--- config.mk ---
export PLATFORM = sky130hd
export DESIGN_NAME = spi_master
export DESIGN_NICKNAME = d
export VERILOG_FILES = /design/src/logic/spi_cfg_pkg.sv /design/src/logic/spi_ctrl_pkg.sv /design/src/logic/spi_bit_clock.sv /design/src/logic/spi_host_buffers.sv /design/src/logic/spi_master.sv /design/src/logic/spi_shifter.sv
export VERILOG_INCLUDE_DIRS = /design/src /design/src/logic
export SDC_FILE = /design/constraint.sdc
export NUM_CORES = 1
export LEC_CHECK = 0
export BUFFER_PORTS_ARGS = -buffer_cell sky130_fd_sc_hd__buf_2
export CAP_MARGIN = 40
export CORE_ASPECT_RATIO = 1.4
export CORE_MARGIN = 3
export CORE_UTILIZATION = 35
export CTS_CLUSTER_SIZE = 10
export DETAILED_ROUTE_END_ITERATION = 12
export PLACE_DENSITY = 0.53
export SETUP_SLACK_MARGIN = 0.1
export SLEW_MARGIN = 20
export SYNTH_ARGS = -nofsm -noshare
export SYNTH_HDL_FRONTEND = slang
export SYNTH_HIERARCHICAL = 1
export SYNTH_SLANG_ARGS = --single-unit
--- constraint.sdc ---
create_clock -name wr -period 5.25 [get_ports wr]
set_input_delay 1.05 -clock wr [delete_from_list [all_inputs] [get_ports wr]]
set_output_delay 1.05 -clock wr [all_outputs]
set_load 0.1 [all_outputs]
--- src/logic/spi_consts.svh ---
`ifndef SPI_CONSTS_SVH
`define SPI_CONSTS_SVH

// Bits carried in one SPI frame.
`define SPI_WORD_LEN   8
// Width of the host prescale code.
`define SPI_PRESCALE_W 3
// Prescaler counter, wide enough for 256 counts.
`define SPI_DIV_CNT_W  8
// Half-period counter, counts up to 16 half-periods of SCK.
`define SPI_BIT_CNT_W  5

`endif

--- src/logic/spi_cfg_pkg.sv ---
package spi_cfg_pkg;

    // SPI mode as seen by the host.
    // Bit 1 is CPOL, the idle level of SCK.
    // Bit 0 is CPHA. When it is 0 the slave samples on the first edge of a bit,
    // when it is 1 it samples on the second edge.
    typedef enum logic [1:0] {
        MODE0 = 2'b00,  // CPOL 0, CPHA 0.
        MODE1 = 2'b01,  // CPOL 0, CPHA 1.
        MODE2 = 2'b10,  // CPOL 1, CPHA 0.
        MODE3 = 2'b11   // CPOL 1, CPHA 1.
    } spi_mode_e;

endpackage

--- src/logic/spi_ctrl_pkg.sv ---
package spi_ctrl_pkg;

    // Frame state of the shifter.
    typedef enum logic {
        IDLE = 1'b0,  // Waiting for a word in the transmit buffer.
        BUSY = 1'b1   // A frame is on the wire.
    } shifter_state_e;

endpackage

--- src/logic/spi_bit_clock.sv ---
`timescale 1ns/1ps
`include "spi_consts.svh"

module spi_bit_clock (
    input  logic                       wr,         // System clock.
    input  logic                       rst_n,      // Async reset, active low.
    input  logic                       start,      // Frame start, latches the code.
    input  logic                       run,        // High while a frame is active.
    input  logic [`SPI_PRESCALE_W-1:0] prescale,   // Divider code from the buffer.
    output logic                       half_tick   // One pulse per SCK half-period.
);

    // Two in counter width. Shifted by the code it gives 2^(code+1).
    localparam logic [`SPI_DIV_CNT_W-1:0] div_two = 2;

    logic [`SPI_PRESCALE_W-1:0] presc_q;    // Code held for the whole frame.
    logic [`SPI_DIV_CNT_W-1:0]  div_cnt;    // Cycles spent in this half-period.
    logic [`SPI_DIV_CNT_W-1:0]  div_limit;  // Last count of a half-period.

    // For code 7 the shift wraps to zero and the subtraction gives 255.
    assign div_limit = (div_two << presc_q) - 1'b1;
    assign half_tick = run && (div_cnt == div_limit);

    always_ff @(posedge wr or negedge rst_n) begin
        if (!rst_n) begin
            presc_q <= '0;
            div_cnt <= '0;
        end else if (start) begin
            presc_q <= prescale;  // Taken once per frame.
            div_cnt <= '0;
        end else if (run) begin
            if (div_cnt == div_limit) begin
                div_cnt <= '0;  // Half-period ends here.
            end else begin
                div_cnt <= div_cnt + 1'b1;
            end
        end
    end

endmodule

--- src/logic/spi_host_buffers.sv ---
`timescale 1ns/1ps
`include "spi_consts.svh"

module spi_host_buffers (
    input  logic                          wr,             // System clock.
    input  logic                          rst_n,          // Async reset, active low.
    input  logic                          load,           // One-cycle load strobe.
    input  logic [`SPI_WORD_LEN-1:0]      tx_data,        // Word to send.
    input  spi_cfg_pkg::spi_mode_e        mode,           // SPI mode for this word.
    input  logic                          lsb_first,      // Bit order for this word.
    input  logic [`SPI_PRESCALE_W-1:0]    prescale,       // SCK divider code.
    input  logic                          err_clr,        // Clears the sticky send error.
    input  logic                          take,           // Shifter takes the buffered word.
    input  logic                          frame_done,     // Shifter finished a frame.
    input  logic [`SPI_WORD_LEN-1:0]      rx_word,        // Word received in that frame.
    input  logic                          rd,             // One-cycle read strobe.
    output logic                          buf_full,
    output logic [`SPI_WORD_LEN-1:0]      buf_data,
    output spi_cfg_pkg::spi_mode_e        buf_mode,
    output logic                          buf_lsb_first,
    output logic [`SPI_PRESCALE_W-1:0]    buf_prescale,
    output logic                          tx_empty,
    output logic                          send_err,
    output logic [`SPI_WORD_LEN-1:0]      rx_data,
    output logic                          char_received
);
    import spi_cfg_pkg::*;

    logic load_ok;   // Load lands in an empty buffer.
    logic load_bad;  // Load hits a full buffer.

    assign load_ok  = load && !buf_full;
    assign load_bad = load && buf_full;
    assign tx_empty = ~buf_full;  // The host polls this before loading.

    //////////////////////////////
    // Transmit side
    //////////////////////////////

    // Full flag and the transfer settings that travel with the word.
    always_ff @(posedge wr or negedge rst_n) begin
        if (!rst_n) begin
            buf_full      <= 1'b0;
            buf_mode      <= MODE0;  // Keeps SCK low out of reset.
            buf_lsb_first <= 1'b0;
            buf_prescale  <= '0;
        end else begin
            if (take) begin
                buf_full <= 1'b0;  // Shifter copied the word on this edge.
            end else if (load_ok) begin
                buf_full      <= 1'b1;
                buf_mode      <= mode;
                buf_lsb_first <= lsb_first;
                buf_prescale  <= prescale;
            end
        end
    end

    // Data word itself. A rejected load leaves it untouched.
    always_ff @(posedge wr) begin
        if (load_ok) begin
            buf_data <= tx_data;
        end
    end

    // Sticky error. A clear wins over a new error in the same cycle.
    always_ff @(posedge wr or negedge rst_n) begin
        if (!rst_n) begin
            send_err <= 1'b0;
        end else if (err_clr) begin
            send_err <= 1'b0;
        end else if (load_bad) begin
            send_err <= 1'b1;
        end
    end

    //////////////////////////////
    // Receive side
    //////////////////////////////

    // The newest word always replaces the old one, read or not.
    always_ff @(posedge wr) begin
        if (frame_done) begin
            rx_data <= rx_word;
        end
    end

    // A completed frame beats a read strobe in the same cycle.
    always_ff @(posedge wr or negedge rst_n) begin
        if (!rst_n) begin
            char_received <= 1'b0;
        end else if (frame_done) begin
            char_received <= 1'b1;
        end else if (rd) begin
            char_received <= 1'b0;
        end
    end

endmodule

--- src/logic/spi_master.sv ---
`timescale 1ns/1ps
`include "spi_consts.svh"

module spi_master (
    input  logic                       wr,             // System clock.
    input  logic                       rst_n,          // Async reset, active low.
    input  logic                       load,           // Host load strobe.
    input  logic [`SPI_WORD_LEN-1:0]   tx_data,
    input  spi_cfg_pkg::spi_mode_e     mode,
    input  logic                       lsb_first,
    input  logic [`SPI_PRESCALE_W-1:0] prescale,
    input  logic                       err_clr,
    input  logic                       rd,             // Host read strobe.
    input  logic                       miso,
    output logic                       tx_empty,
    output logic                       send_err,
    output logic [`SPI_WORD_LEN-1:0]   rx_data,
    output logic                       char_received,
    output logic                       sck,
    output logic                       mosi,
    output logic                       ss
);
    import spi_cfg_pkg::*;

    // Buffer to shifter.
    logic                       buf_full;
    logic [`SPI_WORD_LEN-1:0]   buf_data;
    spi_mode_e                  buf_mode;
    logic                       buf_lsb_first;
    logic [`SPI_PRESCALE_W-1:0] buf_prescale;  // Goes to the bit clock.
    // Shifter back to the buffer and bit clock.
    logic                       take;
    logic                       start;
    logic                       run;
    logic                       frame_done;
    logic [`SPI_WORD_LEN-1:0]   rx_word;
    logic                       half_tick;     // Bit clock to shifter.

    spi_host_buffers u_buffers (
        .wr, .rst_n, .load, .tx_data, .mode, .lsb_first, .prescale, .err_clr,
        .take, .frame_done, .rx_word, .rd,
        .buf_full, .buf_data, .buf_mode, .buf_lsb_first, .buf_prescale,
        .tx_empty, .send_err, .rx_data, .char_received
    );

    spi_bit_clock u_bit_clock (
        .wr, .rst_n, .start, .run,
        .prescale  (buf_prescale),
        .half_tick
    );

    spi_shifter u_shifter (
        .wr, .rst_n, .buf_full, .buf_data, .buf_mode, .buf_lsb_first,
        .half_tick, .miso,
        .take, .start, .run, .frame_done, .rx_word,
        .sck, .mosi, .ss
    );

endmodule

--- src/logic/spi_shifter.sv ---
`timescale 1ns/1ps
`include "spi_consts.svh"

module spi_shifter (
    input  logic                      wr,             // System clock.
    input  logic                      rst_n,          // Async reset, active low.
    input  logic                      buf_full,       // A word waits in the buffer.
    input  logic [`SPI_WORD_LEN-1:0]  buf_data,       // That word.
    input  spi_cfg_pkg::spi_mode_e    buf_mode,       // Its SPI mode.
    input  logic                      buf_lsb_first,  // Its bit order.
    input  logic                      half_tick,      // SCK half-period boundary.
    input  logic                      miso,           // Serial data from the slave.
    output logic                      take,           // Empties the buffer.
    output logic                      start,          // Restarts the bit clock.
    output logic                      run,            // Bit clock enable.
    output logic                      frame_done,     // Last half-tick of a frame.
    output logic [`SPI_WORD_LEN-1:0]  rx_word,        // Word received in the frame.
    output logic                      sck,
    output logic                      mosi,
    output logic                      ss
);
    import spi_cfg_pkg::*;
    import spi_ctrl_pkg::*;

    // Half-tick count at which a frame of two edges per bit ends.
    localparam logic [`SPI_BIT_CNT_W-1:0] last_half = 2 * `SPI_WORD_LEN - 1;

    shifter_state_e              state;
    spi_mode_e                   mode_q;     // Mode latched at frame start.
    logic                        lsb_q;      // Bit order latched at frame start.
    logic [`SPI_BIT_CNT_W-1:0]   half_cnt;   // Half-periods done in this frame.
    logic                        sck_phase;  // SCK before polarity is applied.
    logic [`SPI_WORD_LEN-1:0]    tx_sr;      // Outgoing bits, current one at the edge.
    logic [`SPI_WORD_LEN-1:0]    rx_sr;      // Incoming bits.
    logic [`SPI_WORD_LEN-1:0]    rx_shift;   // rx_sr with the MISO bit shifted in.
    logic                        sample_now; // This half-tick samples MISO.
    logic                        shift_now;  // This half-tick moves to the next bit.
    logic                        last_tick;  // This half-tick closes the frame.

    //////////////////////////////
    // Handshake with the buffer and bit clock
    //////////////////////////////

    assign take  = (state == IDLE) && buf_full;  // Same edge starts the frame.
    assign start = take;
    assign run   = (state == BUSY);

    // With CPHA 0 the odd half-ticks sample, with CPHA 1 the even ones do.
    assign sample_now = (half_cnt[0] == mode_q[0]);
    // The first half-tick never shifts, the first bit is already on MOSI.
    assign shift_now  = !sample_now && (half_cnt != '0);
    assign last_tick  = (half_cnt == last_half);
    assign frame_done = run && half_tick && last_tick;

    // New MISO bit enters at the LSB for MSB-first, at the MSB for LSB-first.
    assign rx_shift = lsb_q ? {miso, rx_sr[`SPI_WORD_LEN-1:1]}
                            : {rx_sr[`SPI_WORD_LEN-2:0], miso};
    // With CPHA 1 the last sample falls on the closing half-tick itself.
    assign rx_word  = sample_now ? rx_shift : rx_sr;

    //////////////////////////////
    // Frame FSM and counters
    //////////////////////////////

    always_ff @(posedge wr or negedge rst_n) begin
        if (!rst_n) begin
            state     <= IDLE;
            ss        <= 1'b1;
            mode_q    <= MODE0;  // SCK idles low after reset.
            lsb_q     <= 1'b0;
            half_cnt  <= '0;
            sck_phase <= 1'b0;
        end else begin
            case (state)
                IDLE: begin
                    if (buf_full) begin
                        state     <= BUSY;
                        ss        <= 1'b0;  // Already low when words run back to back.
                        mode_q    <= buf_mode;
                        lsb_q     <= buf_lsb_first;
                        half_cnt  <= '0;
                        sck_phase <= 1'b0;
                    end
                end
                BUSY: begin
                    if (half_tick) begin
                        if (last_tick) begin
                            state     <= IDLE;
                            half_cnt  <= '0;
                            sck_phase <= 1'b0;  // Back to the idle level.
                            // SS stays low if another word is waiting.
                            if (!buf_full) begin
                                ss <= 1'b1;
                            end
                        end else begin
                            half_cnt  <= half_cnt + 1'b1;
                            sck_phase <= ~sck_phase;  // One SCK edge per half-tick.
                        end
                    end
                end
                default: state <= IDLE;
            endcase
        end
    end

    //////////////////////////////
    // Data path
    //////////////////////////////

    // Shift registers. Vacated transmit bits fill with ones.
    always_ff @(posedge wr) begin
        if (take) begin
            tx_sr <= buf_data;
        end else if (run && half_tick) begin
            if (sample_now) begin
                rx_sr <= rx_shift;
            end else if (shift_now) begin
                if (lsb_q) begin
                    tx_sr <= {1'b1, tx_sr[`SPI_WORD_LEN-1:1]};
                end else begin
                    tx_sr <= {tx_sr[`SPI_WORD_LEN-2:0], 1'b1};
                end
            end
        end
    end

    // CPOL inverts the internal phase.
    assign sck  = sck_phase ^ mode_q[1];
    // MOSI idles high while the slave is not selected.
    assign mosi = ss ? 1'b1 : (lsb_q ? tx_sr[0] : tx_sr[`SPI_WORD_LEN-1]);

endmodule

# Yosys cells after proc, flatten, opt, wreduce, memory -nomap -nowiden
# Cells that the tools add are included.
# W data, S select, Z words.
# op_classes
n_shift	1
reduce_logical	22
eq_ne	8
addsub	3
bitwise_logic	5
muxes	34
# ops
cell	count
$mux W8	10
$mux W1	17
$mux W5	3
$reduce_bool A2 Y1	6
$pmux W5 S2	1
$add A8 B1 Y8 const B	1
$eq A8 B8 Y1	1
$ne A2 B2 Y1 const B	4
$reduce_and A2 Y1	4
$shl A2 B3 Y8 const A	1
$sub A8 B1 Y8 const B	1
$logic_and A1 B1 Y1	7
$pmux W1 S2	3
$add A5 B1 Y5 const B	1
$eq A5 B4 Y1 const B	1
$reduce_bool A5 Y1	1
$not A1 Y1	4
$reduce_and A4 Y1	1
$reduce_and A3 Y1	1
$logic_not A1 Y1	2
$ne A2 B1 Y1 const B	1
$eq A1 B1 Y1	1
$xor A1 B1 Y1	1
# totals
in_bits	20
regBits	63
word_cells	91
output_inout_bits	14

# Longest topological paths before layout
# Gate-level depths: netlist of run 1.
# logic_depth
depth_word	7
mapped_depth	14

# Modules after synthesis
# The synthesis of run 1 kept the hierarchy.
# modules_own_cells
module	n_inst	area_per_inst_um2	cells_per_inst	seq_area_each_um2
spi_shifter	1	1413.9	129	757.0
spi_host_buffers	1	832.0	40	705.7
spi_bit_clock	1	813.3	88	275.3

# Worst setup path after synthesis of run 1
# No wires, ideal clock.
# synth_timing
kind	reg2reg
from	reg u_bit_clock.presc_q[2]
to	reg u_shifter.tx_sr[0] (enable)
path_slack_ns	2.010
t_arrival_ns	2.869
stages_incl_launch_ff	13
cell_sequence	dfrtp_1 -> buf_2 -> or3_1 -> ha_1 -> buf_2 -> xor2_1 -> mux2i_1 -> nor2_1 -> nor3_2 -> and2_1 -> buf_2 -> mux2i_1 -> nor2_1
# synth_between
elab_chain_cells	7
# synth_rtl
item	line	text
start, declared	spi_bit_clock.sv:16	logic [`SPI_PRESCALE_W-1:0] presc_q;
start signal, assigned	spi_bit_clock.sv:29	presc_q <= prescale;
$shl A2 B3 Y8	spi_bit_clock.sv:21	assign div_limit = (div_two << presc_q) - 1'b1;
$sub A8 B1 Y8	spi_bit_clock.sv:21	
$eq A8 B8 Y1	spi_bit_clock.sv:22	assign half_tick = run && (div_cnt == div_limit);
$logic_and A1 B1 Y1	spi_bit_clock.sv:22	
net half_tick	spi_master.sv:37	logic half_tick;
$logic_and A1 B1 Y1	spi_shifter.sv:114	end else if (run && half_tick) begin
$reduce_bool A2 Y1 (no line)	--	
$reduce_and A3 Y1 (no line)	--	
end signal, assigned	spi_shifter.sv:113	tx_sr <= buf_data;
end signal, assigned	spi_shifter.sv:119	tx_sr <= {1'b1, tx_sr[`SPI_WORD_LEN-1:1]};
end signal, assigned	spi_shifter.sv:121	tx_sr <= {tx_sr[`SPI_WORD_LEN-2:0], 1'b1};
end, declared	spi_shifter.sv:33	logic [`SPI_WORD_LEN-1:0] tx_sr;
# The timed path passes the listed nets, and every way through them passes these cells.
# A chain may end at the register's enable or synchronous reset.

# Worst setup path after layout of run 1
# layout_timing
from	reg u_bit_clock.presc_q[2]
to	reg u_shifter.tx_sr[2] (enable)
# The elaborated chain is that of the path after synthesis.

==> flow_metrics.env, run 1 <==
export IMPL_synth_ff_latch_count=63
export IMPL_synth_compound_area_share_pct=11.3
export IMPL_crit_fanout=12
export IMPL_cts_buffers=9
export IMPL_worst_slew_pin_slew_ps=709
export IMPL_setup_tns_final_ps=0
export IMPL_synth_adder_area_share_pct=2.04
export IMPL_layout_drive_gt1_share_pct=23.8
export IMPL_p_leak_nw=1.48
export IMPL_whs_path_depth=1
export IMPL_end_kind="register"
export IMPL_netlist_instances=257
export IMPL_vias=2019
export IMPL_pre_cts_ws_ps=1580
export IMPL_cts_root_buf="clkbuf_16"
export IMPL_cap_violations=0
export IMPL_synth_flop_cell="edfxtp_1"
export IMPL_place_gp_congestion=0.746
export IMPL_first_pass_iters=4
export IMPL_clockBufferDepth=2
export IMPL_grt_pass1_wl_um=9290
export IMPL_synth_xor_area_share_pct=3.11
export IMPL_htreeDepth=3
export IMPL_cts_hold_buf=0
export IMPL_area_growth_pct=16.8
export IMPL_antenna_cells=0
export IMPL_post_cts_setup_buffers=0
export IMPL_die_area_um2=9910
export IMPL_ios=34
export IMPL_r2r_cells=9
export IMPL_cts_tree="done"
export IMPL_async_flop_share_pct=49.2
export IMPL_grt_antenna_before_repair=0
export IMPL_crit_required_ps=5200
export IMPL_dieWidth_um=85.0
export IMPL_first_iter_violations=78
export IMPL_num_nets_final=314
export IMPL_initial_utilization_pct=36.7
export IMPL_hp_start="u_buffers/char_received$_DFFE_PN0P_"
export IMPL_yosys_area_share_simple_pct=13.4
export IMPL_startpoint_type="register"
export IMPL_power_frac_clock_pct=35.0
export IMPL_status="finished clean"
export IMPL_synth_area_um2=3060
export IMPL_wl_um=5640
export IMPL_rows=39
export IMPL_drtAntennaViolNets=0
export IMPL_switching_power_mw=0.482
export IMPL_ys_types=51
export IMPL_post_drt_wl_per_cell_um=14.3
export IMPL_grt_max_degree=32
export IMPL_hold_viol=0
export IMPL_clk_latency_ps=320
export IMPL_syn_area_per_cell_um2=11.9
export IMPL_fillCellCount=787
export IMPL_drc_errors=0
export IMPL_path_class="reg2reg"
export IMPL_synth_edf_count=32
export IMPL_synth_fp_nets=282
export IMPL_ys_seq_area_share_pct=56.8
export IMPL_synth_mux_area_fraction_pct=9.28
export IMPL_p_seq_share_pct=42.8
export IMPL_layout_common_cells="buf_2, edfxtp_1, dfrtp_1"
export IMPL_dp_hpwl_um=4050
export IMPL_drv_slew=0
export IMPL_coreArea_um2=8340
export IMPL_overflow=0
export IMPL_yosysWarnings=6
export IMPL_r2r_end="u_shifter/tx_sr[2]$_DFFE_PP_"
export IMPL_synth_top_family_by_area="simple AND/OR/NAND/NOR gates"
export IMPL_relSlewSlack_pct=52.7
export IMPL_r2r_start="u_bit_clock/presc_q[2]$_DFFE_PN0P_"
export IMPL_switching_share_pct=30.2
export IMPL_clkSlewWorstSetupHoldPaths_ps=50
export IMPL_min_to="u_buffers/char_received$_DFFE_PN0P_"
export IMPL_cp_arrival_ps=3600
export IMPL_min_period_ps=3650
export IMPL_min_path_type="reg2reg"
export IMPL_cts_resized=0
export IMPL_clkSinkCount=63
export IMPL_finalCritPeriodShare_pct=69.5
export IMPL_clock_skew_final_ps=4.22
export IMPL_gr_usage_all_layers_pct=12.1
export IMPL_rsz0062_at_grt="no"
export IMPL_grt_pass1_vias=1986
export IMPL_finalSetupViolations=0
export IMPL_powerDensity_nw_per_um2=446
export IMPL_die_h_um=117
export IMPL_mostFrequentLayoutCell="buf_2"
export IMPL_via_per_inst=5.10
export IMPL_ir_drop_mv=0.315
export IMPL_max_freq_mhz=274
export IMPL_worst_slack_ps=1600
export IMPL_internal_power_mw=1.11
export IMPL_port_buffers=33
export IMPL_reg2reg_slack_ps=1600
export IMPL_combPwrFrac_pct=22.2
[layout make-up]
cell class | count | area [µm²] | share of cell area [%]
Sequential cell | 63 | 1740 | 48.6
Clock inverter | 5 | 48.8 | 1.37
Tap cell | 102 | 128 | 3.57
Multi-Input combinational cell | 170 | 1200 | 33.5
Clock buffer | 11 | 233 | 6.51
Inverter | 9 | 33.8 | 0.945
Timing Repair Buffer | 36 | 195 | 5.46
[registers in the layout, indices dropped and copies added, names as in the netlist]
register	flops
u_shifter/tx_sr	8
u_buffers/rx_data	8
u_buffers/buf_data	8
u_buffers/buf_full	1
u_buffers/char_received	1
u_buffers/buf_mode	2
u_buffers/buf_prescale	3
u_bit_clock/div_cnt	8
u_shifter/mode_q	2
u_shifter/lsb_q	1
u_shifter/rx_sr	8
u_buffers/send_err	1
u_shifter/sck_phase	1
u_shifter/ss	1
u_shifter/run	1
u_shifter/half_cnt	5
u_bit_clock/presc_q	3
u_buffers/buf_lsb_first	1
[per-stage QoR]
| step | utilization, % | power [mW] | hold WS, ps | std cells | area, µm² |
|---|---|---|---|---|---|
| after floorplan | - | 0.969 | 445 | 257 | 3060 |
| after global placement | 39.3 | 1.04 | 463 | 379 | 3280 |
| after detailed placement | 39.3 | 1.04 | 464 | 379 | 3280 |
| after CTS | 42.6 | 1.61 | 476 | 395 | 3560 |
| after global routing | 42.8 | 1.69 | 497 | 396 | 3570 |
| final | 42.8 | 1.59 | 471 | 396 | 3570 |
[cells by family after synthesis]
kind of cell,after synthesis
adder cells (fa/ha/maj),5
flip-flops,63
multiplexers,27
AND/OR/NAND/NOR,77
AO/OA/AOI/OAI,51
buffers and inverters,24
XOR/XNOR,10
[power groups by stage]
stage | combinational, mW | sequential, mW | clock, mW
after floorplan | 0.305 | 0.664 | 0
after global placement | 0.342 | 0.699 | 0
after detailed placement | 0.346 | 0.697 | 0
after CTS | 0.348 | 0.689 | 0.575
after global routing | 0.400 | 0.693 | 0.596
final | 0.354 | 0.682 | 0.558
[synth_stat cells (2+ instances only)]
library cell	count	area share, %
and3_1	5	1.0
mux2_2	11	4.0
buf_6	2	0.74
nand2_1	24	2.9
nor2b_1	3	0.61
buf_4	3	0.74
buf_2	6	0.98
and2_1	2	0.41
o31ai_1	2	0.49
or4b_1	2	0.65
ha_1	5	2.0
nand2b_1	6	1.2
xnor2_1	4	1.1
nor2_1	17	2.1
edfxtp_1	32	31
and3_2	2	0.49
a21oi_1	6	0.98
inv_1	9	1.1
a211oi_1	3	0.74
mux2i_1	16	5.2
o21ai_0	22	3.6
a2111oi_0	3	0.86
xor2_1	5	1.4
clkbuf_1	4	0.49
nand4_1	3	0.61
dfrtp_1	30	25
nand3_1	6	0.98
[worst max-delay path by stage]
stage                                             startpoint                            to  slack, ps  cells past startpoint
after floorplan           u_bit_clock/presc_q[2]$_DFFE_PN0P_  u_shifter/tx_sr[0]$_DFFE_PP_       2010                     12
after global placement    u_bit_clock/presc_q[2]$_DFFE_PN0P_  u_shifter/tx_sr[7]$_DFFE_PP_       1650                      9
after detailed placement  u_bit_clock/presc_q[2]$_DFFE_PN0P_  u_shifter/tx_sr[7]$_DFFE_PP_       1580                      9
after CTS                 u_bit_clock/presc_q[2]$_DFFE_PN0P_  u_shifter/tx_sr[2]$_DFFE_PP_       1570                      9
after global routing      u_bit_clock/presc_q[2]$_DFFE_PN0P_  u_shifter/tx_sr[4]$_DFFE_PP_       1260                      9
final                     u_bit_clock/presc_q[2]$_DFFE_PN0P_  u_shifter/tx_sr[2]$_DFFE_PP_       1600                      9
[critical path, cell delays in order (launching register included)]
cell and delay [ps]:
dfrtp_1 490, or3_1 460, ha_1 320, xor2_1 230
mux2i_1 220, nor2_1 90, nor3_2 390, and2_1 370
mux2i_1 180, nor2_1 530
[per-layer routing]
metal | part of all wire, % | GRT usage (%)
met3 | 4.6 | 2.96
met5 | 0 | 0
met4 | 1.1 | 5.39
met1 | 42 | 13.6
met2 | 53 | 21.6
No activity file was read; power rests on OpenSTA's default activity.
==> run 2, diff against run 1 <==
- clock period: 5.25 -> 3.6 ns (I/O delays scaled with it)
==> run 2 against run 1 <==
Register-to-register slack got worse by 1100 ps; power increased by 52%; clock skew increased by 2.3 ps; sequential share of layout area decreased by 0.90 points; routed wire length increased by 5.6%; sequential power increased by 47%; cell area increased by 1.9%; die area unchanged; first-iteration DRC count decreased by 15%; global-route usage increased by 0.94 points; clock power increased by 63%; critical endpoint is now u_shifter/tx_sr[3]$_DFFE_PP_; largest power group unchanged; highest routed layer unchanged.
==> flow_metrics.env, run 2 (synthesized netlist as in run 1, its figures left out) <==
export IMPL_finalSetupViolations=0
export IMPL_cts_hold_buf=0
export IMPL_finalCritPeriodShare_pct=86.0
export IMPL_slowest_stage="dfrtp_1"
export IMPL_cp_arrival_ps=3120
export IMPL_rsz0062_at_grt="no"
export IMPL_crit_cells=10
export IMPL_power_frac_clock_pct=37.5
export IMPL_first_pass_iters=4
export IMPL_grt_pass1_vias=2062
export IMPL_dp_cells=384
export IMPL_crit_required_ps=3630
export IMPL_htreeDepth=3
export IMPL_worst_slew_pin_slew_ps=722
export IMPL_final_area_um2=3640
export IMPL_antenna_cells=0
export IMPL_cpLargestDelayFamily="simple AND/OR/NAND/NOR gates"
export IMPL_initial_utilization_pct=36.7
export IMPL_combPwrFrac_pct=21.1
export IMPL_status="finished clean"
export IMPL_dp_hpwl_um=4240
export IMPL_max_freq_mhz=323
export IMPL_overflow=0
export IMPL_min_path_type="in2async"
export IMPL_p_leak_nw=1.52
export IMPL_die_h_um=117
export IMPL_min_period_ps=3100
export IMPL_drv_slew=0
export IMPL_drtAntennaViolNets=0
export IMPL_cts_buffers=9
export IMPL_mostFrequentLayoutCell="buf_2"
export IMPL_setup_tns_final_ps=0
export IMPL_first_iter_violations=66
export IMPL_vias=2039
export IMPL_cts_resized=0
export IMPL_cts_tree="done"
export IMPL_switching_share_pct=29.2
export IMPL_grt_antenna_before_repair=0
export IMPL_grt_max_degree=32
export IMPL_clkSlewWorstSetupHoldPaths_ps=50
export IMPL_switching_power_mw=0.705
export IMPL_path_class="reg2reg"
export IMPL_dieWidth_um=85.0
export IMPL_end_kind="register"
export IMPL_cap_violations=0
export IMPL_clkSinkCount=63
export IMPL_internal_power_mw=1.71
export IMPL_powerDensity_nw_per_um2=664
export IMPL_startpoint_type="register"
export IMPL_cts_root_buf="clkbuf_16"
export IMPL_p_seq_share_pct=41.4
export IMPL_wl_um=5960
export IMPL_area_growth_pct=19.0
export IMPL_drc_errors=0
export IMPL_via_per_inst=5.08
export IMPL_grt_pass1_wl_um=10000
export IMPL_place_area_um2=3310
export IMPL_clock_skew_final_ps=6.51
export IMPL_ios=34
export IMPL_crit_fanout=12
export IMPL_die_area_um2=9910
export IMPL_post_drt_wl_per_cell_um=14.9
export IMPL_fin_cells=401
export IMPL_port_buffers=33
export IMPL_fillCellCount=791
export IMPL_r2r_cells=10
export IMPL_post_cts_setup_buffers=0
export IMPL_gr_usage_all_layers_pct=13.0
export IMPL_ir_drop_mv=0.372
export IMPL_coreArea_um2=8340
export IMPL_rows=39
export IMPL_layout_common_cells="buf_2, edfxtp_1, dfrtp_1"
export IMPL_num_nets_final=319
export IMPL_clockBufferDepth=2
export IMPL_path_buf_inv=1
export IMPL_worstPathCellList="or3_1 -> ha_1 -> xor2_1 -> mux2i_1 -> nor2_1 -> nor3_2 -> and2_1 -> mux2i_1 -> nor2_1 -> buf_4"
export IMPL_hold_viol=0
export IMPL_place_gp_congestion=0.825
export IMPL_critPathMaxStageDelay_ps=480
export IMPL_relSlewSlack_pct=51.8
export IMPL_layout_drive_gt1_share_pct=25.1
export IMPL_clk_latency_ps=320
==> run 2: worst paths after layout <==
check                                                    start                                   to  slack (ps)
setup / recovery            u_bit_clock/presc_q[2]$_DFFE_PN0P_         u_shifter/tx_sr[3]$_DFFE_PP_         500
max in group asynchronous                                rst_n    u_shifter/half_cnt[1]$_DFFE_PN0P_        2680
min in group wr            u_buffers/char_received$_DFFE_PN0P_  u_buffers/char_received$_DFFE_PN0P_         480
setup reg to reg            u_bit_clock/presc_q[2]$_DFFE_PN0P_         u_shifter/tx_sr[3]$_DFFE_PP_         500
hold / removal                                           rst_n   u_bit_clock/div_cnt[4]$_DFFE_PN0P_         460
hold reg to reg            u_buffers/char_received$_DFFE_PN0P_  u_buffers/char_received$_DFFE_PN0P_         480
==> run 2: metal layers <==
layer / up-vias / wire [µm] / track usage (%) / part of all wire, %
li1: 1012 / - / - / -
met1: 985 / 2530 / 14.8 / 42
met2: 32 / 3110 / 22.7 / 52
met3: 10 / 194 / 3.74 / 3.3
met4: 0 / 123 / 5.81 / 2.1
met5: - / 0 / 0 / 0
==> run 2: stage by stage <==
stage                     hold WS (ps)  worst slack (ps)  power [mW]  util, %
after floorplan                    424               360        1.41        -
after global placement             472               541        1.53     39.7
after detailed placement           476               481        1.53     39.7
after CTS                          476               476        2.45     43.5
after global routing               512               216        2.55     43.6
final                              457               504        2.42     43.6
==> run 2: final cells by class <==
type / instances / area (µm²) / share of cell area [%]
well taps: 102 / 128 / 3.51
repair buffers: 41 / 229 / 6.29
clock inverters: 4 / 68.8 / 1.89
clock buffers: 12 / 246 / 6.77
inverters: 9 / 33.8 / 0.928
flip-flops and latches: 63 / 1740 / 47.7
multi-input cells: 170 / 1200 / 32.9
==> run 2: worst reg2reg max path, stage by stage (launching register included) <==
cell and delay, ps:
dfrtp_1 480, or3_1 460, ha_1 320, xor2_1 240
mux2i_1 210, nor2_1 90, nor3_2 200, and2_1 330
mux2i_1 170, nor2_1 120, buf_4 170
==> run 2: power by group through the flow <==
stage | combinational (mW) | sequential, mW | clock, mW
finish | 0.511 | 1.00 | 0.907
global route | 0.575 | 1.02 | 0.961
CTS | 0.520 | 1.00 | 0.930
detailed placement | 0.517 | 1.01 | 0
global placement | 0.512 | 1.01 | 0
floorplan | 0.445 | 0.968 | 0
